`config.mk`:
```
export PLATFORM = sky130hd
export DESIGN_NAME = dcache_data
export DESIGN_NICKNAME = d
export VERILOG_FILES = /design/src/logic/dcache_pkg.sv /design/src/logic/dcache_data.sv
export VERILOG_INCLUDE_DIRS = /design/src /design/src/logic
export SDC_FILE = /design/constraint.sdc
export NUM_CORES = 2
export LEC_CHECK = 0
export BUFFER_PORTS_ARGS = -buffer_cell sky130_fd_sc_hd__clkbuf_2
export CAP_MARGIN = 20
export CORE_MARGIN = 3
export CORE_UTILIZATION = 41
export CTS_CLUSTER_SIZE = 14
export DETAILED_ROUTE_END_ITERATION = 7
export GPL_TIMING_DRIVEN = 1
export MAX_ROUTING_LAYER = met4
export SYNTH_ARGS = -nofsm -noshare
export SYNTH_HDL_FRONTEND = slang
export SYNTH_SLANG_ARGS = --single-unit
```
`constraint.sdc`:
```
create_clock -name CLK -period 2.5 [get_ports CLK]
set_input_delay 0.25 -clock CLK [delete_from_list [all_inputs] [get_ports CLK]]
set_output_delay 0.25 -clock CLK [all_outputs]
set_load 0.03 [all_outputs]
```
`src/logic/dcache_config.svh`:
```
`ifndef DCACHE_CONFIG_SVH
`define DCACHE_CONFIG_SVH

//////////////////////////////////////////////////
// cache geometry
//////////////////////////////////////////////////

`define DC_SETS 16       // sets per way
`define DC_IDX_W 4       // index bits, log2 of DC_SETS
`define DC_TAG_W 25      // what is left of a 32-bit address after idx, blkoff and byteoff

//////////////////////////////////////////////////
// fixed addresses and memory size
//////////////////////////////////////////////////

`define DC_COUNTER_ADDR 32'h3100   // hit count lands here at the end of a flush
`define DC_MEM_WORDS 4096

`endif

```
`src/logic/dcache_pkg.sv`:
```
`include "dcache_config.svh"

package dcache_pkg;

    typedef logic [31:0] word_t;

    // word address as seen by the cache
    typedef struct packed {
        logic [`DC_TAG_W-1:0] tag;
        logic [`DC_IDX_W-1:0] idx;
        logic                 blkoff;
        logic [1:0]           byteoff;
    } dc_addr_t;

    typedef struct packed {
        logic                 valid;
        logic                 dirty;
        logic [`DC_TAG_W-1:0] tag;
        word_t [1:0]          data;  // indexed by blkoff
    } dc_frame_t;

    typedef struct packed {
        logic  rd;
        logic  wr;
        word_t addr;
        word_t wdata;
    } cpu_req_t;

    typedef struct packed {
        logic  hit;
        word_t rdata;
    } cpu_rsp_t;

    // single-word request between the controller and the bus master
    typedef struct packed {
        logic  valid;
        logic  we;
        word_t addr;
        word_t wdata;
    } mem_req_t;

    typedef struct packed {
        logic  done;
        word_t rdata;
    } mem_rsp_t;

    typedef struct packed {
        logic  cyc;
        logic  stb;
        logic  we;
        word_t adr;
        word_t dat_o;
    } wb_m2s_t;

    typedef struct packed {
        logic  ack;
        word_t dat_i;
    } wb_s2m_t;

endpackage

```
`src/logic/dcache_data.sv`:
```
`timescale 1ns/100ps
`include "dcache_config.svh"

module dcache_data (
    input  logic                    CLK,
    input  logic                    n_rst,
    input  logic [`DC_IDX_W-1:0]    rd_idx,
    output dcache_pkg::word_t [1:0] rd_words0,
    output dcache_pkg::word_t [1:0] rd_words1,
    input  logic                    we,
    input  logic                    we_way,
    input  logic                    we_blkoff,
    input  logic [`DC_IDX_W-1:0]    we_idx,
    input  dcache_pkg::word_t       wdata
);

    // one two-word block per set and way
    dcache_pkg::word_t [1:0] blocks [2][`DC_SETS];

    assign rd_words0 = blocks[0][rd_idx];
    assign rd_words1 = blocks[1][rd_idx];

    // fills, completions and write hits all share this one word port
    always_ff @(posedge CLK, negedge n_rst) begin
        if (!n_rst) begin
            for (int w = 0; w < 2; w++) begin
                for (int s = 0; s < `DC_SETS; s++) begin
                    blocks[w][s] <= '0;
                end
            end
        end else if (we) begin
            blocks[we_way][we_idx][we_blkoff] <= wdata;
        end
    end

endmodule

```
[Word level (Yosys, flattened, before mapping)]
Cells that the tools add are included.
Operators by class
  bitwise operators: 3
  reduce and logical (&&, ||, !) cells: 3
  order comparisons: 7
  muxes and demuxes: 13
Operator list (number)
  $bwmux W2048: 1
  $demux W1024 S1: 1
  $mux W1024: 1
  $bmux W64 S4: 2
  $mux W64: 5
  $demux W64 S4: 1
  $demux W32 S1: 1
  $mux W32: 1
  $ge A5 B5 Y1 const B: 2
  $not A4 Y5: 2
  $lt A5 B1 Y1 const B: 1
  $logic_and A1 B1 Y1: 3
  $ge A2 B2 Y1 const B: 1
  $lt A1 B2 Y1 const B: 1
  $lt A2 B1 Y1 const B: 1
  $not A1 Y2: 1
  $ge A1 B1 Y1 const B: 1
Storage, ports and cells
  word-level logic and storage cells: 90
  bits of input ports: 45
  register bits after elaboration: 2048
  output and inout bits: 128

[Depth between registers and ports, before layout]
  depth after elaboration: 9
  gate-level depth with buffers: 7
  mapped depth without buffers: 3

[Worst setup path after synthesis]
No wires, ideal clock.
  path kind: in2out
  start point: input rd_idx[0]
  end point: output rd_words0[21] in the netlist's numbering
  path slack: 0.139 ns
  buffers on the path: 4
  data required time: 2.250 ns
  arrival: 2.111 ns
  stages: 7
  path through: buf_2 > clkbuf_1 > buf_2 > nand2_1 > clkbuf_1 > o22ai_1 > o31ai_1
RTL lines
  start, declared: line dcache_data.sv:7  | input logic [`DC_IDX_W-1:0] rd_idx,
  end, declared: line dcache_data.sv:8  | output dcache_pkg::word_t [1:0] rd_words0,

==> impl_metrics.toml <==
[global_route]
grt_remaining_overflow = 0
grt_util_all_layers = 0.238
grt_pass1_vias = 57100
antenna_found_initial = 8
grt_max_degree = 104
grt_pass1_wl_microns = 395000

[critical_path]
startpoint_type = "flip-flop"
path_class = "reg2out"
regToRegSetupSlack_ns = 1.60
cp-endpoint = "rd_words0[60]"
worst-path-max-fanout = 2
r2r-end = "blocks[307]"
reg2reg_depth = 2
required_ns = 2.25
worstSetupEndpointType = "primary output"
critical_path.startpoint = "blocks[1980]"
reg2reg_from = "blocks[307]"
arrival_ns = 2.72

[floorplanning]
dieArea_sq_um = 230000
core-area_sq_um = 223000
fp-row-count = 173
die_x_microns = 480
die_h_microns = 480
start_util = 0.413
io_pins = 173

[sta]
min_period_over_period = 1.19
hold_viol = 0
timing.final.ws_setup_ns = -0.471
worst-slew-pin-transition_ns = 1.02
finalSetupViolations = 47
fin_worst_skew_ns = 0
fin_setup_tns_ns = -7.35
slew_headroom = 0.316
rsz0062_at_grt = "yes"
finalMaxSlewViolations = 0
final.min_clock_period_ns = 2.97
max_freq_mhz = 337

[cells_and_area]
drive_gt1_frac = 0.621
regMostFlops = "blocks"
reg_top3 = "blocks x2048"
fillers = 18800
areaGrowthSynthToFinish_pct = 18.1
fin_area_sq_um = 109000
layout_common_cells = "2197 x mux2_2, 2048 x dfrtp_1, 418 x mux4_2"
nets = 6048
fin_cells = 9170
largest_register_ff_count = 2048
final_common_cell = "mux2_2"

[power_and_ir_drop]
ir_worst_vdd_uv = 758
p_leak_nw = 50.4
pwr_density_cell_nw_per_um2 = 789
power_mw = 85.7

[detailed_routing]
detail-route-antenna-nets = 0
detail_route.vias_per_cell = 5.79
first_pass_iters = 5
vias = 53100
drc = 0
routed_wl_microns = 264000
wl_per_cell_microns = 28.8
first_iter_violations = 3477

[cts]
cts_tree = "yes"
clk_pin_slew_worst_paths_ns = 0.06
cts_inserted_buffers = 217
cts_root_buffer = "clkbuf_16"
clock_path_buffers = 3
cts_max_level = 4
clock_latency_ns = 0.84
cts_sinks = 2048

[placement]
place_inst = 8756
hpwl_microns = 153000
dp_slack_ns = -0.136
dpl_cell_area_sq_um = 99000
gp_congestion = 0.756
place.port_buffers = 172

[yosys]
syn_area_per_cell_sq_um = 15.8
syn_nets = 5881
synth_seq_cells = 2048
ys_warn_count = 0
synth_cell_types = 31
seq_area_frac_synth = 0.557
syn-instance-count = 5836
syn_area_sq_um = 92100

[outcome]
status = "finished, violations left"
violations = "setup timing"

[hold_path]
hold_class = "in2reg"
min_delay_path_depth = 2

[flow_run]
max-cap-violations = 0
==> synthesized netlist by cell type <==
cell | number | area, sq um
mux2_2 | 2197 | 24700
dfrtp_1 | 2048 | 51200
mux4_2 | 418 | 9410
clkbuf_1 | 277 | 1040
buf_2 | 260 | 1300
a22oi_1 | 168 | 1260
nand2_1 | 112 | 420
buf_1 | 74 | 278
o22ai_1 | 68 | 425
mux2i_1 | 55 | 551
mux2_1 | 39 | 439
o31ai_1 | 34 | 255
a222oi_1 | 26 | 260
nor2_1 | 17 | 63.8
and4bb_2 | 6 | 75.1
nor2b_1 | 6 | 37.5
nor2_2 | 5 | 31.3
and2_1 | 4 | 25.0
nand4b_1 | 4 | 35.0
nor4b_2 | 4 | 60.1
and3b_1 | 2 | 17.5
nand2b_1 | 2 | 12.5
nand3b_1 | 2 | 15.0
and3_1 | 1 | 6.26
clkinv_1 | 1 | 3.75
nand3_1 | 1 | 5.00
nand4_1 | 1 | 6.26
nor3b_1 | 1 | 7.51
nor4_2 | 1 | 12.5
or2_2 | 1 | 6.26
or3b_2 | 1 | 8.76
==> final cells by class <==
class	instances	area, sq um	area share
diodes	7	17.5	0.000161
clock buffers	348	6750	0.0621
clock inverters	56	739	0.00680
inverters	1	3.75	0.0000345
multi-input cells	3176	39700	0.365
flip-flops and latches	2048	51200	0.471
well taps	2975	3720	0.0342
repair buffers	559	6570	0.0605
==> metal layers <==
metal / share of wire / GRT usage
met5: 0 / -
met4: 0.019 / 0.0511
met3: 0.049 / 0.0388
met2: 0.47 / 0.370
met1: 0.46 / 0.330
==> worst min path at each step <==
| stage | endpoint | startpoint | slack (ns) |
|---|---|---|---|
| floorplan | blocks[0] | n_rst | -0.05 |
| global placement | blocks[396] | n_rst | 0.28 |
| detailed placement | blocks[396] | n_rst | 0.28 |
| CTS | blocks[318] | wdata[30] | 0.06 |
| global route | blocks[318] | wdata[30] | 0.12 |
| finish | blocks[318] | wdata[30] | 0.13 |
==> worst max-delay path, stage by stage, from the launching register on <==
cell      delay (ns)
dfrtp_1         0.38
mux4_2          0.45
a222oi_1        0.56
mux2i_2         0.25
clkbuf_8        0.23
==> power by group <==
group	internal [mW]	switching, mW	leakage (nW)	total [mW]
Clock	19.7	13.6	3.69	33.3
Sequential	37.5	2.05	27.2	39.6
Combinational	7.07	5.79	19.5	12.9
==> what timing repair did <==
action | CTS | global route
resized for setup | 418 | 130
endpoints found under the setup margin | 126 | 120
endpoints found under the hold margin | 1131 | 0
pin swaps | 169 | 47
gates cloned | 0 | 0
buffers inserted | 9 | 7
hold buffers | 3 | 0
==> cells by family (layout without fill, tap and decap cells) <==
| family | count (synthesis) | in the layout | share of synthesized area |
|---|---|---|---|
| buf+inv | 612 | 964 | 0.0285 |
| mux | 2709 | 2709 | 0.382 |
| flops | 2048 | 2048 | 0.557 |
| compound gates | 296 | 296 | 0.0239 |
| simple gates | 171 | 171 | 0.00919 |
| other cells | 0 | 7 | 0 |
==> stage by stage <==
step,util,hold slack (ns)
after floorplan,-,-0.0456
after global routing,0.488,0.117
after CTS,0.486,0.0600
after global placement,0.444,0.276
after detailed placement,0.444,0.280
final,0.488,0.128
No activity file was read; power rests on OpenSTA's default activity.
