==> src/logic/dcache_config.svh <==
`ifndef DCACHE_CONFIG_SVH
`define DCACHE_CONFIG_SVH

//////////////////////////////////////////////////
// cache geometry
//////////////////////////////////////////////////

`define DC_SETS 16       // sets per way
`define DC_IDX_W 4       // index bits, log2 of DC_SETS
`define DC_TAG_W 25      // what is left of a 32-bit address after idx, blkoff and byteoff

//////////////////////////////////////////////////
// fixed addresses and memory size
//////////////////////////////////////////////////

`define DC_COUNTER_ADDR 32'h3100   // hit count lands here at the end of a flush
`define DC_MEM_WORDS 4096

`endif

==> src/logic/dcache_pkg.sv <==
`include "dcache_config.svh"

package dcache_pkg;

    typedef logic [31:0] word_t;

    // word address as seen by the cache
    typedef struct packed {
        logic [`DC_TAG_W-1:0] tag;
        logic [`DC_IDX_W-1:0] idx;
        logic                 blkoff;
        logic [1:0]           byteoff;
    } dc_addr_t;

    typedef struct packed {
        logic                 valid;
        logic                 dirty;
        logic [`DC_TAG_W-1:0] tag;
        word_t [1:0]          data;  // indexed by blkoff
    } dc_frame_t;

    typedef struct packed {
        logic  rd;
        logic  wr;
        word_t addr;
        word_t wdata;
    } cpu_req_t;

    typedef struct packed {
        logic  hit;
        word_t rdata;
    } cpu_rsp_t;

    // single-word request between the controller and the bus master
    typedef struct packed {
        logic  valid;
        logic  we;
        word_t addr;
        word_t wdata;
    } mem_req_t;

    typedef struct packed {
        logic  done;
        word_t rdata;
    } mem_rsp_t;

    typedef struct packed {
        logic  cyc;
        logic  stb;
        logic  we;
        word_t adr;
        word_t dat_o;
    } wb_m2s_t;

    typedef struct packed {
        logic  ack;
        word_t dat_i;
    } wb_s2m_t;

endpackage

==> src/logic/wb_master.sv <==
`timescale 1ns/100ps

module wb_master (
    input  logic                 CLK,
    input  logic                 n_rst,
    input  dcache_pkg::mem_req_t mem_req,
    output dcache_pkg::mem_rsp_t mem_rsp,
    output dcache_pkg::wb_m2s_t  wb_o,
    input  dcache_pkg::wb_s2m_t  wb_i
);

    logic              cyc_q;
    logic              ack_q;   // high in the cycle after an ack
    logic              we_q;
    dcache_pkg::word_t adr_q;
    dcache_pkg::word_t dat_q;

    always_ff @(posedge CLK, negedge n_rst) begin
        if (!n_rst) begin
            cyc_q <= 1'b0;
            ack_q <= 1'b0;
        end else begin
            ack_q <= cyc_q && wb_i.ack;
            if (cyc_q && wb_i.ack)
                cyc_q <= 1'b0;
            else if (!cyc_q && !ack_q && mem_req.valid)
                cyc_q <= 1'b1;
        end
    end

    // request is captured when the cycle opens
    always_ff @(posedge CLK) begin
        if (!cyc_q && !ack_q && mem_req.valid) begin
            we_q  <= mem_req.we;
            adr_q <= mem_req.addr;
            dat_q <= mem_req.wdata;
        end
    end

    assign wb_o = '{cyc: cyc_q, stb: cyc_q, we: we_q, adr: adr_q, dat_o: dat_q};

    assign mem_rsp.done  = cyc_q && wb_i.ack;  // combinational in the ack cycle
    assign mem_rsp.rdata = wb_i.dat_i;

endmodule

==> config.mk <==
export PLATFORM = sky130hd
export DESIGN_NAME = wb_master
export DESIGN_NICKNAME = d
export VERILOG_FILES = /design/src/logic/dcache_pkg.sv /design/src/logic/wb_master.sv
export VERILOG_INCLUDE_DIRS = /design/src /design/src/logic
export SDC_FILE = /design/constraint.sdc
export NUM_CORES = 1
export LEC_CHECK = 0
export ABC_AREA = 1
export BUFFER_PORTS_ARGS = -buffer_cell sky130_fd_sc_hd__buf_2
export CAP_MARGIN = 10
export CORE_ASPECT_RATIO = 1.5
export CORE_MARGIN = 2
export CORE_UTILIZATION = 40
export CTS_BUF_LIST = sky130_fd_sc_hd__clkbuf_8 sky130_fd_sc_hd__clkbuf_16
export DETAILED_ROUTE_END_ITERATION = 16
export GPL_TIMING_DRIVEN = 0
export PLACE_DENSITY = 0.85
export REMOVE_ABC_BUFFERS = 1
export SYNTH_ARGS = -nofsm -noshare
export SYNTH_HDL_FRONTEND = slang
export SYNTH_SLANG_ARGS = --single-unit
export TNS_END_PERCENT = 50
==> constraint.sdc <==
create_clock -name CLK -period 4.8 [get_ports CLK]
set_input_delay 0 -clock CLK [delete_from_list [all_inputs] [get_ports CLK]]
set_output_delay 0 -clock CLK [all_outputs]
set_load 0.02 [all_outputs]
### Word-level counts from Yosys, hierarchy flattened

Index checks and enable logic that the tools add are counted.

* magnitude comparators: 0
* divide/modulo/power cells: 0
* multiply operators: 0
* mux-type cells: 2
* bitwise gates (word level): 0
* reductions and logical operators: 6
* equal/unequal tests: 0
* shift operators: 0
* $add $sub $neg: 0

Operators with widths (number)
* 1-bit logical AND: 3
* 1-bit logical NOT: 2
* 1-bit 2-to-1 mux: 2
* 2-bit nonzero test: 1

* latch bits: 0
* register bits after elaboration: 67
* memories kept: 0
* memory bits (writable): 0
* word-level logic and storage cells: 13
* input port bits: 101
* bits in read-only memories: 0
* output and inout port bits: 100

### Logic depth before layout (Yosys ltp)

Gate-level depths: netlist of run 1.

* depth in word-level cells: 5
* depth in mapped cells: 3
* mapped depth without buffers: 3

### Worst setup path before layout of run 1

OpenSTA, ideal clock, no wires.

* path kind: register to register
* from: register cyc_q
* to: register adr_q[0] (enable)
* arrival: 1.830 ns
* path slack: 2.551 ns
* required time: 4.381 ns
* cell stages (with the launch flop): 4
* library setup time: 0.419 ns
* cell sequence: dfrtp_1 > nor2_1 > nand2_1 > inv_1

* word-level cells in the longest chain between the ends: 3

Ends and longest elaborated chain
* from (decl): line wb_master.sv:12 `logic cyc_q;`
* from (signal assigned): line wb_master.sv:20 `cyc_q <= 1'b0;`
* from (signal assigned): line wb_master.sv:25 `cyc_q <= 1'b0;`
* from (signal assigned): line wb_master.sv:27 `cyc_q <= 1'b1;`
* 1-bit logical NOT: line wb_master.sv:33 `if (!cyc_q && !ack_q && mem_req.valid) begin`
* 1-bit logical AND (2 in a row): line wb_master.sv:33
* to (signal assigned): line wb_master.sv:35 `adr_q <= mem_req.addr;`
* to (decl): line wb_master.sv:15 `dcache_pkg::word_t adr_q;`

Every way passes these cells.
A chain may end at the register's enable or synchronous reset.

### Worst setup path in the final report of run 1

* from: register cyc_q
* to: register adr_q[4] (enable)

Same word-level chain as after synthesis.

==> run metrics, run 1 <==
run status finished clean; length of routed met3 wiring 939 um; Vias between 1,500 and 2,000; PwrDens 390 nW/um^2; count of port buffers added during placement 136; Final Cycle Share approximately 36%; hold buffer count at cts between 60 and 70; Peak Freq 573 MHz; Maximum Capacitance Violations 0; Peak VDD IR just over 0.4 mV; critical path endpoint category flop; number of hold violations in the final report 0; final number of max-transition violations 0; Clock Sink Count 67; worst path arrival time 1760 ps; Gate Count Post-Synth 110; Overall Global Routing Usage about 22%; pre-CTS setup slack just over 3000 ps; top cells by count, synth edfxtp_1 (65), buf_4 (35), nand2_1 (4), inv_1 (3), dfrtp_1 (2); critical path's top delay family buffers and inverters; wire length of the first global-routing pass 9.54 mm; average size of a mapped cell 20.9 sq um; transition time of the tightest slew-check pin roughly 640 ps; largest area contributor in the synthesized netlist edfxtp_1; Final WS setup 3060 ps; CTS H-tree lvls 3; Relative slew margins 57.3%; remaining global-route overflow 0; maximum clock insertion buffer count 2; crit start category flop; Area growth syn-to-layout 61.9%; number of CTS-inserted buffers 9; filler instances 370; data required time at the worst endpoint around 4800 ps; cell at the root of the clock tree clkbuf_8; Starting Density a little over two fifths; Nets just under 400; cell at the slowest stage of the critical path inv_2; Hold Path Class in2out; drt initial violations 103; most common cell in the synthesized netlist edfxtp_1; DRC violation count after routing 0; startpoint-to-endpoint class of the critical path reg2reg; Antenna Cells 0; Pre-Repair DR Iteration Count 4; largest net degree at the start of global routing 36; flop and latch count out of synthesis 67; RD Place Congestion 0.760; routed wl met2 3.46 mm; vias in the first global route about 1,800; total of warnings raised by yosys 0; Final Critical Period 1740 ps; top cells by area in the synthesized netlist edfxtp_1 (85%), buf_4 (11%), dfrtp_1 (2.2%); antenna violations before repair 0; height of the chip roughly 97 um; sum of internal, switching and leakage power 0.00145 W; drt via density between 4 and 5; placement row count 33; slowest cell delay on critical path 480 ps; Post-synth EDFFs 65; post-detailed-route wirelength per cell about 18 um; layout cell share with drive strength beyond 1 51.4%; Max Fanout on Critical Path 35; number of setup buffers added after CTS 0; post-route clock skew 4.33 ps; total die area 6370 sq um; static leakage between 1.5 and 2 nW; Met1 Routed Length around 2.2 mm; crit path cell chain nor2_1 -> nand2_1 -> inv_2 -> buf_12; primary flip-flop cell chosen by synthesis mapping edfxtp_1; Die Span X 65.8 um; setup repair after global routing missed its margin no; antenna violation net count after detailed routing 0; Fin Setup TNS 0 ps; Routed WL 6.74 mm; number of unique standard cell types used by synthesis 6; top-area cell type share of the netlist area 85.1%; synthesized cell area 2290 sq um; clock network latency to the later pin of the worst-skew pair 320 ps; sequential area share after synthesis just under 90%; Floorplan Core Area between 5000 and 6000 sq um; CTS tree built; highest metal layer used by the detailed router met5; Final Util 67.7%; post-CTS clock slew at the launch and capture registers of the worst setup and hold paths around 70 ps; final-report setup violation count 0; Synth async-reset ratio 2.99%; Bufs and invs on worst path 2; # IOs 201; cts repair resizes 0
[layer usage]
metal	vias to the layer above	GRT usage, %
met5	-	7.14
met4	2	4.97
met3	10	15.8
met2	141	35.8
met1	735	21.1
li1	724	-
[worst register-to-register path: stages, from the launching register on]
cell     delay (ps)
dfrtp_1         430
nor2_1          120
nand2_1          90
inv_2           480
buf_12          300
[flip-flops by register name, indices dropped and copies added, names as in the netlist]
signal and flops:
cyc_q 1, dat_q 32, we_q 1, adr_q 32, ack_q 1
[placed cells by master (no fill, tap or decap), drive strengths merged]
cell type    count
nand2            4
dfrtp            2
buf            137
dlygate4sd3     69
edfxtp          65
nor2             1
clkinvlp         1
inv              3
bufinv           2
clkbuf           9
clkinv           3
[power breakdown]
group          internal, W  leakage [nW]  switching, W
Clock             0.000286         0.103      0.000196
Sequential        0.000714         0.635     0.0000155
Combinational    0.0000972         0.866      0.000139
Total              0.00110          1.60      0.000351
[kinds of logic after synthesis]
family | count (synthesis) | share of synthesized area, %
DFF | 67 | 87.2
buffers and inverters | 38 | 11.9
and+or+nand+nor | 5 | 0.818
[through the flow]
stage | cells | hold slack, ps | instance area (sq um)
final | 366 | 0.150 | 3720
after global routing | 366 | 0.0946 | 3720
after CTS | 366 | 0.173 | 3720
after detailed placement | 282 | -210 | 2820
after global placement | 281 | -212 | 2800
after floorplan | 75 | -296 | 2030
[worst paths after layout]
check                      cells after the start  startpoint  slack, ps           to
min in group asynchronous                      3       n_rst        540        cyc_q
min                                            0    wb_i[27]        0.1  mem_rsp[27]
max                                            4       cyc_q       3060     adr_q[4]
min reg2reg                                    3       ack_q        580        cyc_q
max in group asynchronous                      3       n_rst       4140        ack_q
max reg2reg                                    4       cyc_q       3060     adr_q[4]
[area by class of cell]
cell class              count  area, sq um  share of cell area (%)
inverters                   3         11.3                   0.303
clock inverters             6         81.3                    2.19
well taps                  70         87.6                    2.36
clock buffers               9          124                    3.33
repair buffers            206         1390                    37.4
multi-input cells           5         18.8                   0.505
flip-flops and latches     67         2000                    53.9
No activity file was read; power rests on OpenSTA's default activity.
==> run 2: changes to the inputs <==
--- a/config.mk
+++ b/config.mk
@@ -6,16 +6,16 @@
 export SDC_FILE = /design/constraint.sdc
 export NUM_CORES = 1
 export LEC_CHECK = 0
-export ABC_AREA = 1
+export ABC_AREA = 0
 export BUFFER_PORTS_ARGS = -buffer_cell sky130_fd_sc_hd__buf_2
 export CAP_MARGIN = 10
 export CORE_ASPECT_RATIO = 1.5
 export CORE_MARGIN = 2
-export CORE_UTILIZATION = 40
+export CORE_UTILIZATION = 34
 export CTS_BUF_LIST = sky130_fd_sc_hd__clkbuf_8 sky130_fd_sc_hd__clkbuf_16
 export DETAILED_ROUTE_END_ITERATION = 16
 export GPL_TIMING_DRIVEN = 0
-export PLACE_DENSITY = 0.85
+export PLACE_DENSITY = 0.77
 export REMOVE_ABC_BUFFERS = 1
 export SYNTH_ARGS = -nofsm -noshare
 export SYNTH_HDL_FRONTEND = slang
==> constraint.sdc (replaced) <==
create_clock -name CLK -period 1.4 [get_ports CLK]
set_input_delay 0 -clock CLK [delete_from_list [all_inputs] [get_ports CLK]]
set_output_delay 0 -clock CLK [all_outputs]
set_load 0.02 [all_outputs]
==> run metrics, run 2 <==
run status finished clean; most common cell in the synthesized netlist edfxtp_1; largest area contributor in the synthesized netlist edfxtp_1; largest net degree at the start of global routing 23 (-36%); final-report setup violation count 0 (unchanged); wire length of the first global-routing pass 9.65 mm (+1.2%); count of port buffers added during placement 136 (unchanged); sum of internal, switching and leakage power 0.00490 W (+240%); drt initial violations 121 (+17%); number of CTS-inserted buffers 9 (unchanged); top cells by count, synth edfxtp_1 (65), buf_4 (35), dfrtp_1 (2); synthesized cell area 2300 sq um (about the same); average size of a mapped cell 21.7 sq um (+3.8%); Final Critical Period 1340 ps (-405 ps); critical path endpoint category flop; most common cell after layout, fill and taps aside buf_2; remaining global-route overflow 0 (unchanged); total of warnings raised by yosys 0 (unchanged); placed wire-length estimate 4.52 mm; top-area cell type share of the netlist area 85.0% (about the same); Antenna Cells 0 (unchanged); placement row count 36 (+9.1%); vias in the first global route 1,868 (+5.1%); Post-synth EDFFs 65 (unchanged); Overall Global Routing Usage 18.1% (-3.7 points); static leakage 1.63 nW (+1.8%); Clock Sink Count 67 (unchanged); most frequent cells in the layout buf_2 (136), dlygate4sd3_1 (68), edfxtp_1 (65); antenna violations before repair 0 (unchanged); Floorplan Core Area 6530 sq um (+19%); Fin Hold WS 0.0437 ps (-0.106 ps); number of hold violations in the final report 0 (unchanged); largest registers in the final layout adr_q (32), dat_q (32); Final WS setup 60.6 ps (-3000 ps); number of unique standard cell types used by synthesis 7 (+1); height of the chip 105 um (+8.1%); cell at the root of the clock tree clkbuf_8; Final Util 58.2% (-9.5 points); Die Span X 71.1 um (+8.0%); sequential area share after synthesis 87.2% (about the same); instance area at placement 2890 sq um (+2.3%); flop and latch count out of synthesis 67 (unchanged); Vias 1,633 (+1.3%); DRC violation count after routing 0 (unchanged); primary flip-flop cell chosen by synthesis mapping edfxtp_1; # IOs 201 (unchanged); Peak VDD IR 0.824 mV (+100%); Synth async-reset ratio 2.99% (unchanged); clock network latency to the later pin of the worst-skew pair 330 ps (about the same); PwrDens 1290 nW/um^2 (+230%); Max Fanout on Critical Path 21 (-40%); data required time at the worst endpoint 1440 ps (-3380 ps); CTS H-tree lvls 3 (unchanged); Routed WL 6.66 mm (-1.2%); Peak Freq 747 MHz (+30%); CTS tree built; Gate Count Post-Synth 106 (-3.6%); transition time of the tightest slew-check pin 217 ps (-423 ps); antenna violation net count after detailed routing 0 (unchanged); post-route clock skew 5.73 ps (+1.40 ps); maximum clock insertion buffer count 2 (unchanged); layout cell share with drive strength beyond 1 53.7% (+2.3 points); final number of max-transition violations 0 (unchanged); Area growth syn-to-layout 65.5%; Nets 394 (+0.25%); Hold Path Class in2out; post-CTS clock slew at the launch and capture registers of the worst setup and hold paths 70 ps (about the same); RD Place Congestion 0.811 (+6.7%); post-detailed-route wirelength per cell 17.8 um (-3.3%); Relative slew margins 85.5% (+28 points); drt via density 4.37 (-0.86%); Final Cycle Share 95.7% (+59 points); Pre-Repair DR Iteration Count 6 (+2); Starting Density 35.2% (-6.6 points); startpoint-to-endpoint class of the critical path reg2reg; total die area 7440 sq um (+17%); Maximum Capacitance Violations 0 (unchanged); filler instances 495 (+34%); top cells by area in the synthesized netlist edfxtp_1 (85%), buf_4 (11%), dfrtp_1 (2.2%); pre-CTS setup slack -308 ps (-3370 ps); Non-Filler Cell Area, Final 3800 sq um (+2.3%); crit start category flop; worst path arrival time 1380 ps (-380 ps)
==> run 2: changes by cell type after synthesis, sizes merged <==
cell / delta
nand2: -4
inv: -2
a21o: +1
and2: +1
nor2: -1
nor3b: +1
==> run 2: layer usage <==
layer | global-route usage (%) | part of all wire [%]
met5 | 5.93 | 0.51
met4 | 8.22 | 2.0
met3 | 13.9 | 15
met2 | 26.9 | 48
met1 | 18.3 | 35
==> run 2: final timing paths <==
kind	start	end	slack [ps]	cells after the start
max	cyc_q	dat_q[0]	60	3
min	wb_i[0]	mem_rsp[0]	0.04	0
max reg2reg	cyc_q	dat_q[0]	60	3
min reg2reg	cyc_q	cyc_q	570	1
max in group asynchronous	n_rst	cyc_q	720	3
min in group asynchronous	n_rst	ack_q	540	3
==> run 2: cells by family (layout without fill, tap and decap cells) <==
| kind of cell | Yosys count | count (layout) | synth area share (%) |
|---|---|---|---|
| flip-flops | 67 | 67 | 87.2 |
| buffers and inverters | 36 | 228 | 11.6 |
| AND/OR/NAND/NOR | 2 | 2 | 0.872 |
| AO/OA/AOI/OAI | 1 | 1 | 0.327 |
==> run 2: through the flow <==
stage,setup TNS (ps),instances
2_1_floorplan,-150930,71
3_3_place_gp,-191370,283
3_5_place_dp,-12410,286
4_1_cts,0,373
5_1_grt,-34.8,374
6_report,0,374
==> run 2: power by group <==
| group | total [W] | internal [W] | switching, W |
|---|---|---|---|
| Sequential | 0.00250 | 0.00245 | 0.0000545 |
| Combinational | 0.000906 | 0.000416 | 0.000490 |
| Clock | 0.00149 | 0.000799 | 0.000689 |
==> run 2: timing repair <==
action / in CTS / in global routing
hold buffers: 68 / 0
pin swaps: 1 / 1
hold endpoints to repair: 69 / 0
setup endpoints to repair: 59 / 28
resized for setup: 1 / 3
setup buffers: 3 / 1
==> run 2: layout make-up <==
| class | count | area (sq um) | share of cell area (%) |
|---|---|---|---|
| inverter | 1 | 3.75 | 0.0988 |
| sequential | 67 | 2000 | 52.7 |
| multi-input combinational | 3 | 33.8 | 0.889 |
| timing repair buffer | 211 | 1480 | 39.0 |
| tap | 76 | 95.1 | 2.50 |
| clock inverter | 7 | 60.1 | 1.58 |
| clock buffer | 9 | 124 | 3.26 |
==> run 2: worst max-delay path: stages (launching register included) <==
cell and delay [ps]:
dfrtp_2 440, nor3b_4 260, clkbuf_16 190, buf_16 160
==> run 3: changes to the inputs <==
--- a/config.mk
+++ b/config.mk
@@ -9,13 +9,15 @@
 export ABC_AREA = 0
 export BUFFER_PORTS_ARGS = -buffer_cell sky130_fd_sc_hd__buf_2
 export CAP_MARGIN = 10
+export CELL_PAD_IN_SITES_DETAIL_PLACEMENT = 0
+export CELL_PAD_IN_SITES_GLOBAL_PLACEMENT = 1
 export CORE_ASPECT_RATIO = 1.5
 export CORE_MARGIN = 2
-export CORE_UTILIZATION = 34
+export CORE_UTILIZATION = 25
 export CTS_BUF_LIST = sky130_fd_sc_hd__clkbuf_8 sky130_fd_sc_hd__clkbuf_16
 export DETAILED_ROUTE_END_ITERATION = 16
 export GPL_TIMING_DRIVEN = 0
-export PLACE_DENSITY = 0.77
+export PLACE_DENSITY = 0.76
 export REMOVE_ABC_BUFFERS = 1
 export SYNTH_ARGS = -nofsm -noshare
 export SYNTH_HDL_FRONTEND = slang
==> run metrics, run 3 (synthesis results as in run 2) <==
run status finished clean; Final Critical Period 1330 ps (-7.16 ps); post-route clock skew 5.44 ps (-0.296 ps); total die area 9980 sq um (+34%); layout cell share with drive strength beyond 1 53.9% (+0.21 points); largest net degree at the start of global routing 37 (+61%); Starting Density 25.9% (-9.3 points); PwrDens 1420 nW/um^2 (+10%); largest registers in the final layout adr_q (32), dat_q (32); origin of the critical flop-to-flop path cyc_q; placement row count 42 (+17%); drt initial violations 43 (-64%); Maximum Capacitance Violations 0 (unchanged); Max Fanout on Critical Path 23 (+9.5%); post-detailed-route wirelength per cell 16.7 um (-6.2%); antenna violations before repair 0 (unchanged); final number of max-transition violations 0 (unchanged); Final Instance Count excl. Fillers 405 (+8.3%); Peak VDD IR 0.687 mV (-17%); DRC violation count after routing 0 (unchanged); Vias 1,620 (-0.80%); count of port buffers added during placement 136 (unchanged); number of placed instances with taps included 320 (+12%); antenna violation net count after detailed routing 0 (unchanged); clock network latency to the later pin of the worst-skew pair 320 ps (about the same); wire length of the first global-routing pass 9.35 mm (-3.1%); Area growth syn-to-layout 68.9%; Hold Path Sink mem_rsp[23]; # IOs 201 (unchanged); Die Span X 82.2 um (+16%); CTS tree built; Relative slew margins 81.9% (-3.6 points); remaining global-route overflow 0 (unchanged); FF-to-FF path depth 3 (unchanged); Nets 391 (-0.76%); Floorplan Core Area 8880 sq um (+36%); crit start category flop; worst path arrival time 1350 ps (-30 ps); setup slack, reg-to-reg 70 ps (about the same); data required time at the worst endpoint 1420 ps (-20 ps); length of routed met3 wiring 1.01 mm (+2.1%); Clock Sink Count 67 (unchanged); placed wire-length estimate 4.62 mm (+2.3%); capturing point of the worst reg2reg path dat_q[21]; routed wl met2 3.18 mm (-0.75%); transition time of the tightest slew-check pin 271 ps (+54.4 ps); critical path endpoint category flop; drt via density 4.00 (-8.4%); highest metal layer used by the detailed router met5; number of CTS-inserted buffers 9 (unchanged); Final Cycle Share 95.2% (-0.51 points); most common cell after layout, fill and taps aside buf_2; Routed WL 6.76 mm (+1.6%); Peak Freq 751 MHz (+0.54%); sum of internal, switching and leakage power 0.00550 W (+12%); CTS H-tree lvls 3 (unchanged); startpoint-to-endpoint class of the critical path reg2reg; Overall Global Routing Usage 13.9% (-4.3 points); Worst Min Path Start wb_i[23]; vias in the first global route 1,811 (-3.1%); cell at the root of the clock tree clkbuf_16; post-CTS clock slew at the launch and capture registers of the worst setup and hold paths 60 ps (about the same); final-report setup violation count 0 (unchanged); Hold Path Class in2out; number of hold violations in the final report 0 (unchanged); Antenna Cells 0 (unchanged); Worst Hold Path Cells 0 (unchanged); static leakage 1.64 nW (+0.69%); height of the chip 121 um (+16%); setup repair after global routing missed its margin no; Fin Setup TNS 0 ps (unchanged); most frequent cells in the layout buf_2 (136), dlygate4sd3_1 (68), edfxtp_1 (65); Pre-Repair DR Iteration Count 4 (-2); RD Place Congestion 0.632 (-22%); Met1 Routed Length 2.36 mm (+2.7%); maximum clock insertion buffer count 2 (unchanged)
## run 3: report_power, final
part           total, W  internal [W]  switching (W)
logic          0.000834      0.000355       0.000479
clock network   0.00216       0.00137       0.000790
registers       0.00251       0.00245      0.0000568
total           0.00550       0.00417        0.00133
## run 3: per-stage QoR
step / setup WS (ps) / instance area [sq um] / hold WS, ps / util (%)
after floorplan: -2290 / 2030 / -296 / -
after global placement: -2950 / 2850 / -215 / 32.1
after detailed placement: -363 / 2900 / -212 / 32.7
after CTS: 43.1 / 3880 / 0.149 / 43.7
after global routing: 7.93 / 3880 / 0.119 / 43.7
final: 67.8 / 3880 / 0.158 / 43.7
## run 3: cell type report
type | count | area (sq um)
clock buffer | 9 | 225
clock inverter | 7 | 68.8
fill | 789 | 5000
inverter | 1 | 3.75
multi-input combinational | 3 | 33.8
sequential | 67 | 2000
tap | 110 | 138
timing repair buffer | 208 | 1410
## run 3: timing repair
| action | CTS | global route |
|---|---|---|
| gates resized for setup | 0 | 1 |
| setup buffers | 2 | 0 |
| setup endpoints to repair | 58 | 23 |
| cloned | 0 | 0 |
| hold buffers | 68 | 0 |
| endpoints found under the hold margin | 69 | 0 |
| pin swaps | 1 | 0 |
## run 3: routing by layer
layer | GRT usage (%) | vias up
met5 | 5.29 | -
met3 | 10.5 | 17
met2 | 20.1 | 147
met4 | 7.29 | 2
li1 | - | 721
met1 | 13.8 | 733
## run 3: how the worst max path moves through the flow
stage / slack (ps) / end / from
5_1_grt: 8 / adr_q[17] / cyc_q
2_1_floorplan: -2290 / adr_q[0] / cyc_q
4_1_cts: 40 / dat_q[5] / cyc_q
3_3_place_gp: -2950 / adr_q[30] / cyc_q
6_report: 70 / dat_q[21] / cyc_q
3_5_place_dp: -360 / dat_q[13] / cyc_q
## run 3: critical path, stage by stage (launching register included)
cell	delay (ps)
dfrtp_2	440
nor3b_4	220
buf_4	170
buf_8	180
