[config.mk]
export PLATFORM = sky130hd
export DESIGN_NAME = dcache_ctrl
export DESIGN_NICKNAME = d
export VERILOG_FILES = /design/src/logic/dcache_pkg.sv /design/src/logic/dcache_ctrl.sv
export VERILOG_INCLUDE_DIRS = /design/src /design/src/logic
export SDC_FILE = /design/constraint.sdc
export NUM_CORES = 1
export LEC_CHECK = 0
export ABC_CLOCK_PERIOD_IN_PS = 4240
export BUFFER_PORTS_ARGS = -buffer_cell sky130_fd_sc_hd__buf_4
export CAP_MARGIN = 10
export CORE_AREA = 4 4 189 191
export CTS_CLUSTER_SIZE = 25
export DETAILED_ROUTE_END_ITERATION = 10
export DIE_AREA = 0 0 193 195
export GPL_TIMING_DRIVEN = 0
export SETUP_SLACK_MARGIN = 0.05
export SYNTH_ARGS = -nofsm -noshare
export SYNTH_HDL_FRONTEND = slang
export SYNTH_SLANG_ARGS = --single-unit
[constraint.sdc]
create_clock -name CLK -period 4.24 [get_ports CLK]
set_clock_uncertainty 0.05 [all_clocks]
set_input_delay 0.212 -clock CLK [delete_from_list [all_inputs] [get_ports CLK]]
set_output_delay 0.212 -clock CLK [all_outputs]
set_load 0.005 [all_outputs]
[src/logic/dcache_config.svh]
`ifndef DCACHE_CONFIG_SVH
`define DCACHE_CONFIG_SVH

//////////////////////////////////////////////////
// cache geometry
//////////////////////////////////////////////////

`define DC_SETS 16       // sets per way
`define DC_IDX_W 4       // index bits, log2 of DC_SETS
`define DC_TAG_W 25      // what is left of a 32-bit address after idx, blkoff and byteoff

//////////////////////////////////////////////////
// fixed addresses and memory size
//////////////////////////////////////////////////

`define DC_COUNTER_ADDR 32'h3100   // hit count lands here at the end of a flush
`define DC_MEM_WORDS 4096

`endif

[src/logic/dcache_pkg.sv]
`include "dcache_config.svh"

package dcache_pkg;

    typedef logic [31:0] word_t;

    // word address as seen by the cache
    typedef struct packed {
        logic [`DC_TAG_W-1:0] tag;
        logic [`DC_IDX_W-1:0] idx;
        logic                 blkoff;
        logic [1:0]           byteoff;
    } dc_addr_t;

    typedef struct packed {
        logic                 valid;
        logic                 dirty;
        logic [`DC_TAG_W-1:0] tag;
        word_t [1:0]          data;  // indexed by blkoff
    } dc_frame_t;

    typedef struct packed {
        logic  rd;
        logic  wr;
        word_t addr;
        word_t wdata;
    } cpu_req_t;

    typedef struct packed {
        logic  hit;
        word_t rdata;
    } cpu_rsp_t;

    // single-word request between the controller and the bus master
    typedef struct packed {
        logic  valid;
        logic  we;
        word_t addr;
        word_t wdata;
    } mem_req_t;

    typedef struct packed {
        logic  done;
        word_t rdata;
    } mem_rsp_t;

    typedef struct packed {
        logic  cyc;
        logic  stb;
        logic  we;
        word_t adr;
        word_t dat_o;
    } wb_m2s_t;

    typedef struct packed {
        logic  ack;
        word_t dat_i;
    } wb_s2m_t;

endpackage

[src/logic/dcache_ctrl.sv]
`timescale 1ns/100ps
`include "dcache_config.svh"

module dcache_ctrl (
    input  logic                    CLK,
    input  logic                    n_rst,
    input  logic                    halt,
    input  dcache_pkg::cpu_req_t    req,
    output dcache_pkg::cpu_rsp_t    rsp,
    output logic                    done,
    output dcache_pkg::mem_req_t    mem_req,
    input  dcache_pkg::mem_rsp_t    mem_rsp,
    output logic [`DC_IDX_W-1:0]    idx,
    output logic [`DC_TAG_W-1:0]    tag,
    output logic                    touch,
    output logic                    touch_way,
    output logic                    fill,
    output logic                    fill_way,
    output logic                    set_dirty,
    output logic                    clear_dirty,
    output logic                    inv_all,
    input  logic                    hit_way0,
    input  logic                    hit_way1,
    input  logic                    victim_way,
    input  logic                    victim_dirty,
    input  logic [`DC_TAG_W-1:0]    victim_tag,
    output logic [`DC_IDX_W-1:0]    scan_idx,
    input  logic                    scan_dirty0,
    input  logic                    scan_dirty1,
    input  logic [`DC_TAG_W-1:0]    scan_tag0,
    input  logic [`DC_TAG_W-1:0]    scan_tag1,
    output logic [`DC_IDX_W-1:0]    rd_idx,
    input  dcache_pkg::word_t [1:0] rd_words0,
    input  dcache_pkg::word_t [1:0] rd_words1,
    output logic                    we,
    output logic                    we_way,
    output logic                    we_blkoff,
    output logic [`DC_IDX_W-1:0]    we_idx,
    output dcache_pkg::word_t       wdata
);

    typedef enum logic [3:0] {
        IDLE, WB0, WB1, FILL0, FILL1, COMPLETE, FLUSH, COUNT_WR, DONE_ST
    } state_t;

    state_t                 state, next_state;
    logic [`DC_IDX_W:0]     scan, next_scan;   // {set, way} position of the flush walk
    logic                   flush_q;
    dcache_pkg::word_t      hit_count, next_hit_count;
    dcache_pkg::dc_addr_t   a;
    dcache_pkg::dc_frame_t  wb_frame;
    logic                   scan_way, any_hit, blk_sel;

    function automatic dcache_pkg::word_t blk_addr(input logic [`DC_TAG_W-1:0] t,
                                                   input logic [`DC_IDX_W-1:0] i,
                                                   input logic b);
        dcache_pkg::dc_addr_t ba;
        ba = '{tag: t, idx: i, blkoff: b, byteoff: 2'b00};
        return dcache_pkg::word_t'(ba);
    endfunction

    assign a        = dcache_pkg::dc_addr_t'(req.addr);
    assign idx      = a.idx;
    assign tag      = a.tag;
    assign we_idx   = a.idx;
    assign scan_idx = scan[`DC_IDX_W:1];
    assign scan_way = scan[0];
    assign rd_idx   = flush_q ? scan_idx : a.idx;
    assign any_hit  = (req.rd || req.wr) && (hit_way0 || hit_way1);
    assign blk_sel  = (state == WB1) || (state == FILL1);
    assign done     = (state == DONE_ST);

    // block that goes out on a write-back, the miss victim or the frame under the flush scan
    always_comb begin
        wb_frame.valid = 1'b1;   // only dirty frames leave, and dirty implies valid
        if (flush_q) begin
            wb_frame.dirty = scan_way ? scan_dirty1 : scan_dirty0;
            wb_frame.tag   = scan_way ? scan_tag1 : scan_tag0;
            wb_frame.data  = scan_way ? rd_words1 : rd_words0;
        end else begin
            wb_frame.dirty = victim_dirty;
            wb_frame.tag   = victim_tag;
            wb_frame.data  = victim_way ? rd_words1 : rd_words0;
        end
    end

    always_ff @(posedge CLK, negedge n_rst) begin
        if (!n_rst) begin
            state     <= IDLE;
            scan      <= '0;
            flush_q   <= 1'b0;
            hit_count <= '0;
        end else begin
            state     <= next_state;
            scan      <= next_scan;
            hit_count <= next_hit_count;
            if (state == IDLE && halt)
                flush_q <= 1'b1;
        end
    end

    //////////////////////////////////////////////////
    // next state and outputs
    //////////////////////////////////////////////////

    always_comb begin
        next_state     = state;
        next_scan      = scan;
        next_hit_count = hit_count;
        rsp            = '0;
        mem_req        = '0;
        touch          = 1'b0;
        touch_way      = victim_way;
        fill           = 1'b0;
        fill_way       = victim_way;
        set_dirty      = 1'b0;
        clear_dirty    = 1'b0;
        inv_all        = 1'b0;
        we             = 1'b0;
        we_way         = victim_way;
        we_blkoff      = a.blkoff;
        wdata          = req.wdata;

        case (state)
            IDLE: begin
                if (halt) begin
                    next_scan  = '0;
                    next_state = FLUSH;
                end else if (any_hit) begin
                    // every hit seen here is a first try, retries finish in COMPLETE
                    rsp.hit        = 1'b1;
                    rsp.rdata      = hit_way1 ? rd_words1[a.blkoff] : rd_words0[a.blkoff];
                    touch          = 1'b1;
                    touch_way      = hit_way1;
                    we             = req.wr;
                    we_way         = hit_way1;
                    set_dirty      = req.wr;
                    next_hit_count = hit_count + 1'b1;
                end else if (req.rd || req.wr) begin
                    next_state = wb_frame.dirty ? WB0 : FILL0;
                end
            end
            WB0, WB1: begin
                mem_req.valid = 1'b1;
                mem_req.we    = 1'b1;
                mem_req.addr  = blk_addr(wb_frame.tag, rd_idx, blk_sel);
                mem_req.wdata = wb_frame.data[blk_sel];
                if (mem_rsp.done) begin
                    if (state == WB0) begin
                        next_state = WB1;
                    end else if (flush_q) begin
                        clear_dirty = 1'b1;        // scan sees a clean frame and moves on
                        fill_way    = scan_way;
                        next_state  = FLUSH;
                    end else begin
                        next_state = FILL0;
                    end
                end
            end
            FILL0, FILL1: begin
                mem_req.valid = 1'b1;
                mem_req.addr  = blk_addr(a.tag, a.idx, blk_sel);
                if (mem_rsp.done) begin
                    we         = 1'b1;
                    we_blkoff  = blk_sel;
                    wdata      = mem_rsp.rdata;
                    fill       = (state == FILL1);
                    next_state = (state == FILL0) ? FILL1 : COMPLETE;
                end
            end
            COMPLETE: begin
                rsp.hit    = 1'b1;
                rsp.rdata  = victim_way ? rd_words1[a.blkoff] : rd_words0[a.blkoff];
                touch      = 1'b1;
                we         = req.wr;
                set_dirty  = req.wr;
                next_state = IDLE;
            end
            FLUSH: begin
                if (wb_frame.dirty)
                    next_state = WB0;
                else if (&scan)
                    next_state = COUNT_WR;
                else
                    next_scan = scan + 1'b1;
            end
            COUNT_WR: begin
                mem_req.valid = 1'b1;
                mem_req.we    = 1'b1;
                mem_req.addr  = `DC_COUNTER_ADDR;
                mem_req.wdata = hit_count;
                if (mem_rsp.done) begin
                    inv_all    = 1'b1;
                    next_state = DONE_ST;
                end
            end
            DONE_ST: begin
                next_state = DONE_ST;   // held until reset
            end
            default: next_state = IDLE;
        endcase
    end

endmodule

### Yosys cells after proc, flatten, opt, wreduce, memory -nomap -nowiden

Index checks and enable logic that the tools add are counted.

| storage, ports and cells | value |
|---|---|
| register bits after elaboration | 42 |
| bits of input ports | 311 |
| output and inout port bits | 183 |

| cells by class | value |
|---|---|
| add/sub/neg operators | 2 |
| magnitude comparators | 2 |
| equality and inequality tests | 17 |
| mux-type cells | 64 |
| bitwise operators | 1 |
| reduce and logical (&&, ||, !) cells | 15 |

Operator list:

| kind | number |
|---|---|
| 2-to-1 mux 32 bit | 10 |
| 2-to-1 mux 64 bit | 2 |
| one-hot mux 32 bit (3 select lines) | 1 |
| 2-to-1 mux 90 bit | 1 |
| 2-to-1 mux 33 bit | 2 |
| one-hot mux 33 bit (2 select lines) | 1 |
| one-hot mux 32 bit (2 select lines) | 1 |
| 2-to-1 mux 4 bit | 9 |
| adder 32 x 1 -> 32 bit, second input constant | 1 |
| 2-to-1 mux 1 bit | 25 |
| 2-to-1 mux 25 bit | 1 |
| one-hot mux 4 bit (6 select lines) | 1 |
| == test 4 x 3 -> 1 bit, second input constant | 4 |
| 2-to-1 mux 5 bit | 3 |
| != test 2 bit, second input constant | 6 |
| one-hot mux 5 bit (2 select lines) | 1 |
| != test 3 bit, second input constant | 3 |
| == test 4 x 2 -> 1 bit, second input constant | 2 |
| 2-to-1 mux 3 bit | 2 |
| AND reduction 6 bit | 1 |
| adder 5 x 1 -> 5 bit, second input constant | 1 |
| AND reduction 5 bit | 1 |
| OR reduction 5 bit | 1 |
| == test 4 x 1 -> 1 bit, second input constant | 1 |
| 14 further kinds | 20 |

### Depth between registers and ports, before layout

Gate-level depths: netlist of the first run.

| depth | value |
|---|---|
| word-level depth | 7 |
| gate-level depth with buffers | 8 |
| mapped depth without buffers | 8 |

### Worst setup path before layout of the first run

Ideal clock, no wire load.

| path | value |
|---|---|
| kind | reg-to-reg |
| start | reg scan[1] |
| end | reg state[0] |
| arrival | 2.075 ns |
| data required time | 4.065 ns |
| path slack | 1.990 ns |
| cell stages (with the launch flop) | 9 |
| period minus slack after synthesis | 2.250 ns |
| path through | dfrtp_1 > ha_1 > and3_1 > ha_1 > nor2b_1 > o2111ai_1 > nor3_1 > a211o_1 > mux2_2 |

| on the way | value |
|---|---|
| cells in the longest elaborated chain, start to end | 3 |

Ends and longest elaborated chain:

| element | RTL line | source |
|---|---|---|
| start: declaration | dcache_ctrl.sv:47 | `` logic [`DC_IDX_W:0] scan, next_scan; `` |
| start signal: assignment | dcache_ctrl.sv:95 | `scan <= next_scan;` |
| AND reduction 5 bit | dcache_ctrl.sv:182 | `else if (&scan)` |
| != test 3 bit (no source line) | - |  |
| AND reduction 6 bit (no source line) | - |  |
| end signal: assignment | dcache_ctrl.sv:94 | `state <= next_state;` |
| end: declaration | dcache_ctrl.sv:46 | `state_t state, next_state;` |

Every way passes these cells.
A chain may end at the register's enable or synchronous reset.

==> summary.md, run 1 <==
| Metric | Value |
|---|---|
| First-pass DRT Iterations | `4` |
| Register area | `0.00105 mm²` |
| DR vias/cell | `4.50` |
| Seq cells post-synth | `42` |
| Clock Tree Buf Depth | `2` |
| CTS root buffer | `clkbuf_16` |
| Die ar. | `approximately 0.038 mm²` |
| WP data arrival | `3.09 ns` |
| Detailed-route wire length | `34,400 µm` |
| Synth top cells by count | `114 x nand2_1, 91 x mux2i_1, 61 x a22o_1, 46 x nor2_1` |
| CP Launch Type | `register` |
| Dpl cells | `between 1,500 and 2,000` |
| Post-CTS Hold Fix Bufs | `1` |
| CTS tree | `done` |
| Worst rel slew slack | `25.6%` |
| Initial Util | `between 10% and 20%` |
| Core area | `0.0341 mm²` |
| Share of layout cells above drive strength 1 | `51.0%` |
| Maxcap violations | `0` |
| Overall Global Routing Usage | `16.9%` |
| Ys Warns | `0` |
| Cell with the most instances after synthesis | `nand2_1` |
| Hold Crit Class | `in2reg` |
| Io pins | `494` |
| PortBufs | `488` |
| Unique cell type count in the Yosys netlist | `just over 50` |
| Final Instance Count excl. Fillers | `about 1,600` |
| Via Count | `about 7,400` |
| CP Capture Type | `primary output` |
| Post-synthesis sequential area ratio | `18.1%` |
| PwrDens | `524 mW/mm²` |
| Post-Place Cell Area | `0.0100 mm²` |
| Nets | `1,496` |
| Setup TNS Final | `0 ns` |
| WP data required | `3.98 ns` |
| Area fraction of the dominant cell type after synthesis | `18.1%` |
| Worst-skew pair later-pin latency | `0.30 ns` |
| CTS clk-pin slew, worst paths | `0.07 ns` |
| Final count of pins violating max slew | `0` |
| Multi-input logic area | `about 0.0042 mm²` |
| Fraction of registers with async set/reset | `100%` |
| Synth area leader | `dfrtp_1` |
| Clock sink count | `42` |
| Post-Syn Area | `0.00581 mm²` |
| DRC errors left | `0` |
| Design area | `0.0102 mm²` |
| Number of global-route vias before repair | `between 7,000 and 8,000` |
| Die Span X | `193 µm` |
| Resized Gates After CTS | `0` |
| Layout area overhead | `75.8%` |
| First-pass GRT wire length | `48,400 µm` |
| Chip height | `195 µm` |
| Critical path fanouts, max | `10` |
| Maximum vdd ir drop | `228 µV` |
| CTS Buf Count | `5` |
| Ys flop type | `dfrtp_1` |
| Fin Hold WS | `0.315 ns` |
| RePlAce Congestion | `0.836` |
| Antenna violations before repair | `2` |
| DR iter-0 viols | `288` |
| Pin count of the biggest net entering global routing | `43` |
| Final period utilization | `79.0%` |
| Hpwl dp | `29,000 µm` |
| Fill cells | `3,635` |
| Cell leakage power | `5.20 nW` |
| Syn avg cell area | `about 8.5 µm²` |
| Setup bufs post-CTS | `0` |
| Power Total | `5.35 mW` |
| Fin crit period | `3.35 ns` |
| Row count | `68` |
| Post-synthesis cell count | `between 600 and 700` |
| Outcome | `completed` |
| RSZ-0062 raised after global routing | `no` |
| Crit Path Category | `reg2out` |
| Gr ovfl total | `0` |
| Number of synthesized flops with an enable pin | `0` |
| Tightest Pin Transition | `1.12 ns` |
| Antenna Nets Post-Route | `0` |
| Post-DR wirelength/cell | `21.0 µm` |
| Max Clk Rate | `~0.30 GHz` |
| H-tree depth | `2` |
| Largest cells by area after synthesis | `dfrtp_1 18%, mux2i_1 16%, mux4_2 12%, a22o_1 9.2%, nand2_1 7.4%` |
| Count of final setup violators | `0` |
| Final Hold Fails | `0` |
==> layout by cell type, fill, tap and decap left out, types with 2 or more instances in the layout <==
| cell | netlist | final |
|---|---|---|
| a221o_1 | 3 | 3 |
| nor4_4 | 2 | 2 |
| a21oi_1 | 29 | 29 |
| or2_2 | 3 | 3 |
| clkbuf_16 | 0 | 5 |
| nor3_1 | 9 | 9 |
| o22ai_1 | 32 | 32 |
| inv_1 | 3 | 3 |
| nand3_1 | 8 | 8 |
| a2111oi_0 | 2 | 2 |
| o211ai_1 | 2 | 2 |
| xor2_1 | 7 | 7 |
| a311oi_1 | 2 | 2 |
| clkbuf_1 | 40 | 40 |
| nand2b_1 | 5 | 5 |
| buf_6 | 2 | 2 |
| and3_1 | 6 | 6 |
| mux2i_1 | 91 | 91 |
| a22o_1 | 61 | 61 |
| dfrtp_1 | 42 | 42 |
| mux4_2 | 32 | 32 |
| or3_4 | 2 | 2 |
| nor2b_1 | 5 | 5 |
| buf_1 | 3 | 3 |
| a32oi_1 | 2 | 2 |
| conb_1 | 1 | 2 |
| xnor2_1 | 26 | 26 |
| nor2_1 | 46 | 46 |
| nand2_1 | 114 | 114 |
| and2_1 | 5 | 5 |
| buf_4 | 42 | 530 |
| mux2_2 | 9 | 9 |
| nand4_1 | 17 | 17 |
| o21ai_0 | 2 | 2 |
| ha_1 | 3 | 3 |
| buf_2 | 11 | 11 |
==> worst max-delay path: stages (launching register included) <==
cell and delay (ns):
dfrtp_1 0.38, buf_6 0.14, xor2_1 0.15, nand2_1 0.34
clkbuf_1 0.88, mux4_2 0.50, a22o_1 0.23, buf_4 0.16
==> layer usage <==
layer  up-vias  GRT usage (%)  wire length (µm)
met5         -              0                13
met4         2           5.01               883
met3        46           3.32              2510
met2       359           30.0             16900
met1      3466           20.6             14000
li1       3507              -                 -
==> sequential cells by signal (all words and copies together) (netlist names) <==
| signal | flops |
|---|---|
| hit_count | 32 |
| scan | 5 |
| state | 4 |
| flush_q | 1 |
==> cells by family after synthesis <==
kind of cell             Yosys count  synth area share (%)
other                              1                0.0646
AO/OA/AOI/OAI                    142                  17.9
multiplexers                     132                  29.8
AND/OR/NAND/NOR                  231                  18.7
adder cells (fa/ha/maj)            3                 0.646
flip-flops                        42                  18.1
buffers and inverters            101                  9.73
XOR/XNOR                          33                  4.98
==> per-stage QoR <==
step | utilization [%] | setup slack (ns)
after floorplan | - | 1.99
after global placement | 29.4 | 1.20
after detailed placement | 29.4 | 1.18
after CTS | 29.9 | 0.822
after global routing | 29.9 | 0.682
final | 29.9 | 0.890
==> power by group <==
part / internal, mW / total, mW / switching, mW
clock network: 0.226 / 0.415 / 0.189
logic: 2.18 / 4.43 / 2.25
registers: 0.449 / 0.505 / 0.0557
==> final cells by class <==
cell class,count,share of cell area (%)
well taps,455,5.57
multi-input cells,543,41.1
diodes,1,0.0245
inverters,3,0.110
repair buffers,489,36.0
clock inverters,3,0.282
plain buffers,98,5.43
clock buffers,5,1.23
flip-flops and latches,42,10.3
==> final timing paths <==
| kind | slack [ns] | to | depth (start not counted) | startpoint |
|---|---|---|---|---|
| setup / recovery | 0.89 | mem_req[30] | 7 | state[1] |
| hold / removal | 0.31 | state[2] | 5 | victim_dirty |
| setup reg to reg | 1.51 | state[1] | 8 | scan[1] |
| hold reg to reg | 0.43 | hit_count[31] | 1 | hit_count[31] |
| max in group asynchronous | 3.31 | scan[0] | 2 | n_rst |
| min in group asynchronous | 0.43 | hit_count[9] | 2 | n_rst |
Note: power is estimated with default switching activity, not from simulation.
==> run 2, diff against run 1 <==
- ABC_CLOCK_PERIOD_IN_PS: 4240 -> 3200
- clock period: 4.24 -> 3.2 ns (I/O delays scaled with it)
==> summary.md, run 2 (same netlist as run 1, synthesis figures left out) <==
| Metric | Value |
|---|---|
| RePlAce Congestion | `0.836` |
| Final WS setup | `0.193 ns` |
| Final Hold Fails | `0` |
| Initial Util | `17.0%` |
| CP Launch Type | `register` |
| Grt met2 use | `30.1%` |
| Row count | `68` |
| Antenna violations before repair | `2` |
| Worst rel slew slack | `~28%` |
| Share of layout cells above drive strength 1 | `52.2%` |
| Max Clk Rate | `0.333 GHz` |
| Number of global-route vias before repair | `7,780` |
| Most frequent cells in the layout | `530 x buf_4, 113 x nand2_1, 91 x mux2i_1` |
| Die Span X | `193 µm` |
| Io pins | `494` |
| Met3 Resource Use GR | `3.32%` |
| Overall Global Routing Usage | `17.0%` |
| Via Count | `7,389` |
| Antenna Nets Post-Route | `0` |
| Setup bufs post-CTS | `0` |
| PwrDens | `694 mW/mm²` |
| Detailed-route wire length | `approximately 34,000 µm` |
| Cell leakage power | `5.23 nW` |
| Max reg flops | `32` |
| Chip height | `~200 µm` |
| RSZ-0062 raised after global routing | `no` |
| Core area | `about 0.034 mm²` |
| Gr ovfl total | `0` |
| CTS clk-pin slew, worst paths | `0.07 ns` |
| Fin crit period | `roughly 3.0 ns` |
| Clock Tree Buf Depth | `2` |
| H-tree depth | `2` |
| Nets | `approximately 1,500` |
| Count of final setup violators | `0` |
| CP Capture Type | `primary output` |
| CTS root buffer | `clkbuf_16` |
| Crit Path Category | `reg2out` |
| Top flop regs | `hit_count (32), scan (5), state (4)` |
| Clock sink count | `42` |
| Dpl ws | `0.193 ns` |
| Outcome | `completed` |
| Power Total | `7.12 mW` |
| PortBufs | `488` |
| Worst-skew pair later-pin latency | `~0.30 ns` |
| Die ar. | `0.0376 mm²` |
| Layout area overhead | `76.4%` |
| Maximum vdd ir drop | `310 µV` |
| GR Util met1 | `around 21%` |
| First-pass DRT Iterations | `7` |
| CTS Buf Count | `5` |
| Combinational share of power | `around 83%` |
| Clock group share of total power | `between 7 and 8%` |
| DRC errors left | `0` |
| Maxcap violations | `0` |
| Tightest Pin Transition | `1.08 ns` |
| WP data required | `2.99 ns` |
| Most common cell after layout, fill and taps aside | `buf_4` |
| Post-DR wirelength/cell | `21.0 µm` |
| Pin count of the biggest net entering global routing | `43` |
| Hpwl dp | `29,000 µm` |
| DR iter-0 viols | `286` |
| Final count of pins violating max slew | `0` |
| WP data arrival | `2.80 ns` |
| Net Switching | `3.31 mW` |
| Internal Pwr Total | `3.80 mW` |
| Setup TNS Final | `0 ns` |
| Hold Crit Class | `in2reg` |
| Switching share of power | `46.6%` |
| CTS tree | `done` |
| GR peak layer | `met2` |
| DR vias/cell | `between 4 and 5` |
| Final period utilization | `around 94%` |
| Seq pwr share | `about a tenth` |
| First-pass GRT wire length | `48,500 µm` |
| Critical path fanouts, max | `10` |
| Biggest register | `hit_count` |
-- run 2: critical path, cell delays in order (launching register included) --
cell and delay [ns]:
dfrtp_1 0.42, clkbuf_2 0.21, nor2b_1 0.20, a32oi_1 0.63
clkbuf_1 0.56, o22ai_1 0.26, buf_4 0.21
-- run 2: power by group through the flow --
stage	combinational [mW]	clock (mW)	sequential, mW
floorplan	2.92	0	0.654
global placement	5.91	0	0.675
detailed placement	5.94	0	0.679
CTS	5.97	0.574	0.668
global route	6.33	0.588	0.682
finish	5.90	0.549	0.667
-- run 2: cell type report --
| class | count | area (µm²) |
|---|---|---|
| Tap cell | 455 | 569 |
| Timing Repair Buffer | 489 | 3670 |
| Sequential cell | 42 | 1050 |
| Buffer | 98 | 569 |
| Multi-Input combinational cell | 543 | 4220 |
| Clock buffer | 5 | 125 |
| Clock inverter | 3 | 28.8 |
| Antenna cell | 1 | 2.50 |
| Fill cell | 3630 | 23900 |
| Inverter | 3 | 11.3 |
-- run 2: final timing paths --
path	depth (start not counted)	endpoint	slack [ns]	startpoint
max	6	rsp[23]	0.19	state[2]
min	5	state[2]	0.26	victim_dirty
max reg2reg	8	state[1]	0.48	scan[1]
min reg2reg	1	hit_count[31]	0.43	hit_count[31]
max in group asynchronous	2	scan[0]	2.33	n_rst
min in group asynchronous	2	hit_count[9]	0.38	n_rst
-- run 2: layer usage --
layer / part of all wire [%] / wire length [µm]
met1: 41 / 13900
met2: 50 / 17100
met3: 7.3 / 2530
met4: 2.4 / 833
met5: 0.038 / 13
-- run 2: timing repair --
action / 4_1_cts / 5_1_grt
setup endpoints to repair: 40 / 49
hold buffers: 1 / 0
hold endpoints to repair: 42 / 0
gates resized for setup: 6 / 17
cloned: 0 / 0
-- run 2: through the flow --
stage | hold slack (ns) | area (µm²) | instances | util [%]
detailed placement | 0.158 | 10000 | 1629 | 29.4
finish | 0.259 | 10200 | 1639 | 30.0
CTS | 0.245 | 10200 | 1638 | 30.0
floorplan | -0.186 | 5810 | 686 | -
global route | 0.289 | 10200 | 1639 | 30.0
global placement | 0.153 | 10000 | 1629 | 29.4
==> run 3, diff against run 2 <==
- BUFFER_PORTS_ARGS: -buffer_cell sky130_fd_sc_hd__buf_4 -> -buffer_cell sky130_fd_sc_hd__buf_2
- PLACE_DENSITY: unset -> 0.43
- RECOVER_POWER: unset -> 50
==> summary.md, run 3 (same netlist as run 1, synthesis figures left out) <==
| Metric | Value |
|---|---|
| Outcome | `complete, but fails checks` |
| Violated checks | `max-capacitance violations, max-slew violations` |
| Dpl ws | `0.0324 ns` |
| Hpwl dp | `28,500 µm` |
| Overall Global Routing Usage | `16.7%` |
| Clock Tree Buf Depth | `2` |
| CTS tree | `done` |
| RSZ-0062 raised after global routing | `no` |
| DR vias/cell | `4.51` |
| Final period utilization | `95.0%` |
| DRC errors left | `0` |
| Final count of pins violating max slew | `43` |
| Io pins | `494` |
| Post-DR wirelength/cell | `around 21 µm` |
| DR iter-0 viols | `314` |
| Critical path fanouts, max | `10` |
| CP Launch Type | `register` |
| H-tree depth | `2` |
| Detailed-route wire length | `33,700 µm` |
| Antenna violations before repair | `2` |
| RePlAce Congestion | `0.843` |
| Chip height | `195 µm` |
| PortBufs | `approximately 490` |
| Tightest Pin Transition | `2.58 ns` |
| WP data arrival | `2.83 ns` |
| Fill cells | `3,861` |
| Die Span X | `between 150 and 200 µm` |
| Die ar. | `0.0376 mm²` |
| Post-CTS Hold Fix Bufs | `0` |
| Fin Hold WS | `0.308 ns` |
| Final WS setup | `0.161 ns` |
| Count of final setup violators | `0` |
| CTS root buffer | `clkbuf_16` |
| Max Clk Rate | `0.329 GHz` |
| CTS Buf Count | `5` |
| Core area | `0.0341 mm²` |
| PwrDens | `just over 700 mW/mm²` |
| Diodes inserted | `0` |
| Most common cell after layout, fill and taps aside | `buf_2` |
| CP Capture Type | `primary output` |
| Cell leakage power | `4.74 nW` |
| Hold Crit Class | `in2reg` |
| Gr ovfl total | `0` |
| Max reg flops | `32` |
| Maximum vdd ir drop | `between 200 and 250 µV` |
| Share of layout cells above drive strength 1 | `between 40% and 50%` |
| Final Hold Fails | `0` |
| First-pass GRT wire length | `47,500 µm` |
| Setup TNS Final | `0 ns` |
| Top flop regs | `hit_count (32), scan (5), state (4)` |
| WP data required | `2.99 ns` |
| Clock sink count | `between 40 and 50` |
| Worst-skew pair later-pin latency | `approximately 0.3 ns` |
| Via Count | `7,390` |
| Most frequent cells in the layout | `468 x buf_2, 114 x nand2_1, 91 x mux2i_1` |
| Worst rel slew slack | `-72.0%` |
| Fin crit period | `3.04 ns` |
| Initial Util | `about 17%` |
| Maxcap violations | `1` |
| Layout area overhead | `53.5%` |
| Row count | `68` |
| Nets | `1,495` |
| Pin count of the biggest net entering global routing | `43` |
| Biggest register | `hit_count` |
| First-pass DRT Iterations | `5` |
| Number of global-route vias before repair | `~7,500` |
| Crit Path Category | `reg2out` |
| Antenna Nets Post-Route | `0` |
| CTS clk-pin slew, worst paths | `0.07 ns` |
-- run 3: report_power, final --
group | internal [mW] | switching (mW) | leakage [nW]
logic | 2.31 | 2.86 | 4.10
registers | 0.595 | 0.0741 | 0.562
clock network | 0.300 | 0.256 | 0.0763
-- run 3: through the flow --
step	utilization [%]	area, µm²	cells	total power [mW]
2_1_floorplan	-	5810	686	3.58
3_3_place_gp	25.9	8820	1629	5.96
3_5_place_dp	25.9	8820	1629	5.97
4_1_cts	26.3	8980	1637	6.56
5_1_grt	26.1	8910	1637	6.89
6_report	26.1	8910	1637	6.39
-- run 3: metal layers --
layer  vias up  global-route usage (%)  wire length, µm  share of wire (%)
met5         -                       0                0                  0
met4         0                    3.99              757                2.2
met3        32                    2.91             2360                7.0
met2       338                    29.3            16600                 49
met1      3527                    21.2            14000                 41
li1       3493                       -                -                  -
-- run 3: cell type report --
cell class	count	area (µm²)	area share, %
Buffer	98	563	6.32
Clock buffer	5	125	1.40
Clock inverter	3	28.8	0.323
Inverter	3	11.3	0.126
Multi-Input combinational cell	543	4160	46.7
Sequential cell	42	1050	11.8
Tap cell	455	569	6.39
Timing Repair Buffer	488	2400	27.0
-- run 3: critical path, cell delays in order (launching register included) --
cell,delay (ns)
dfrtp_1,0.39
buf_6,0.14
or2_2,0.28
buf_4,0.17
nor3_2,0.26
nand2_1,0.13
o22a_1,0.32
clkbuf_2,0.28
o22ai_1,0.37
buf_2,0.18
-- run 3: timing repair --
item,in CTS,in global routing
pin swaps,0,0
gates resized for setup,3,15
buffers inserted,0,0
setup endpoints to repair,55,27
-- run 3: path summary, 6_finish.rpt --
path                       cells past startpoint             to     startpoint  slack [ns]
min reg2reg                                    1  hit_count[31]  hit_count[31]        0.43
max in group asynchronous                      1  hit_count[10]          n_rst        1.03
min in group asynchronous                      1       state[1]          n_rst        0.61
min                                            5       state[2]   victim_dirty        0.31
max reg2reg                                    7   hit_count[9]       state[3]        0.31
max                                            9        rsp[22]       state[3]        0.16
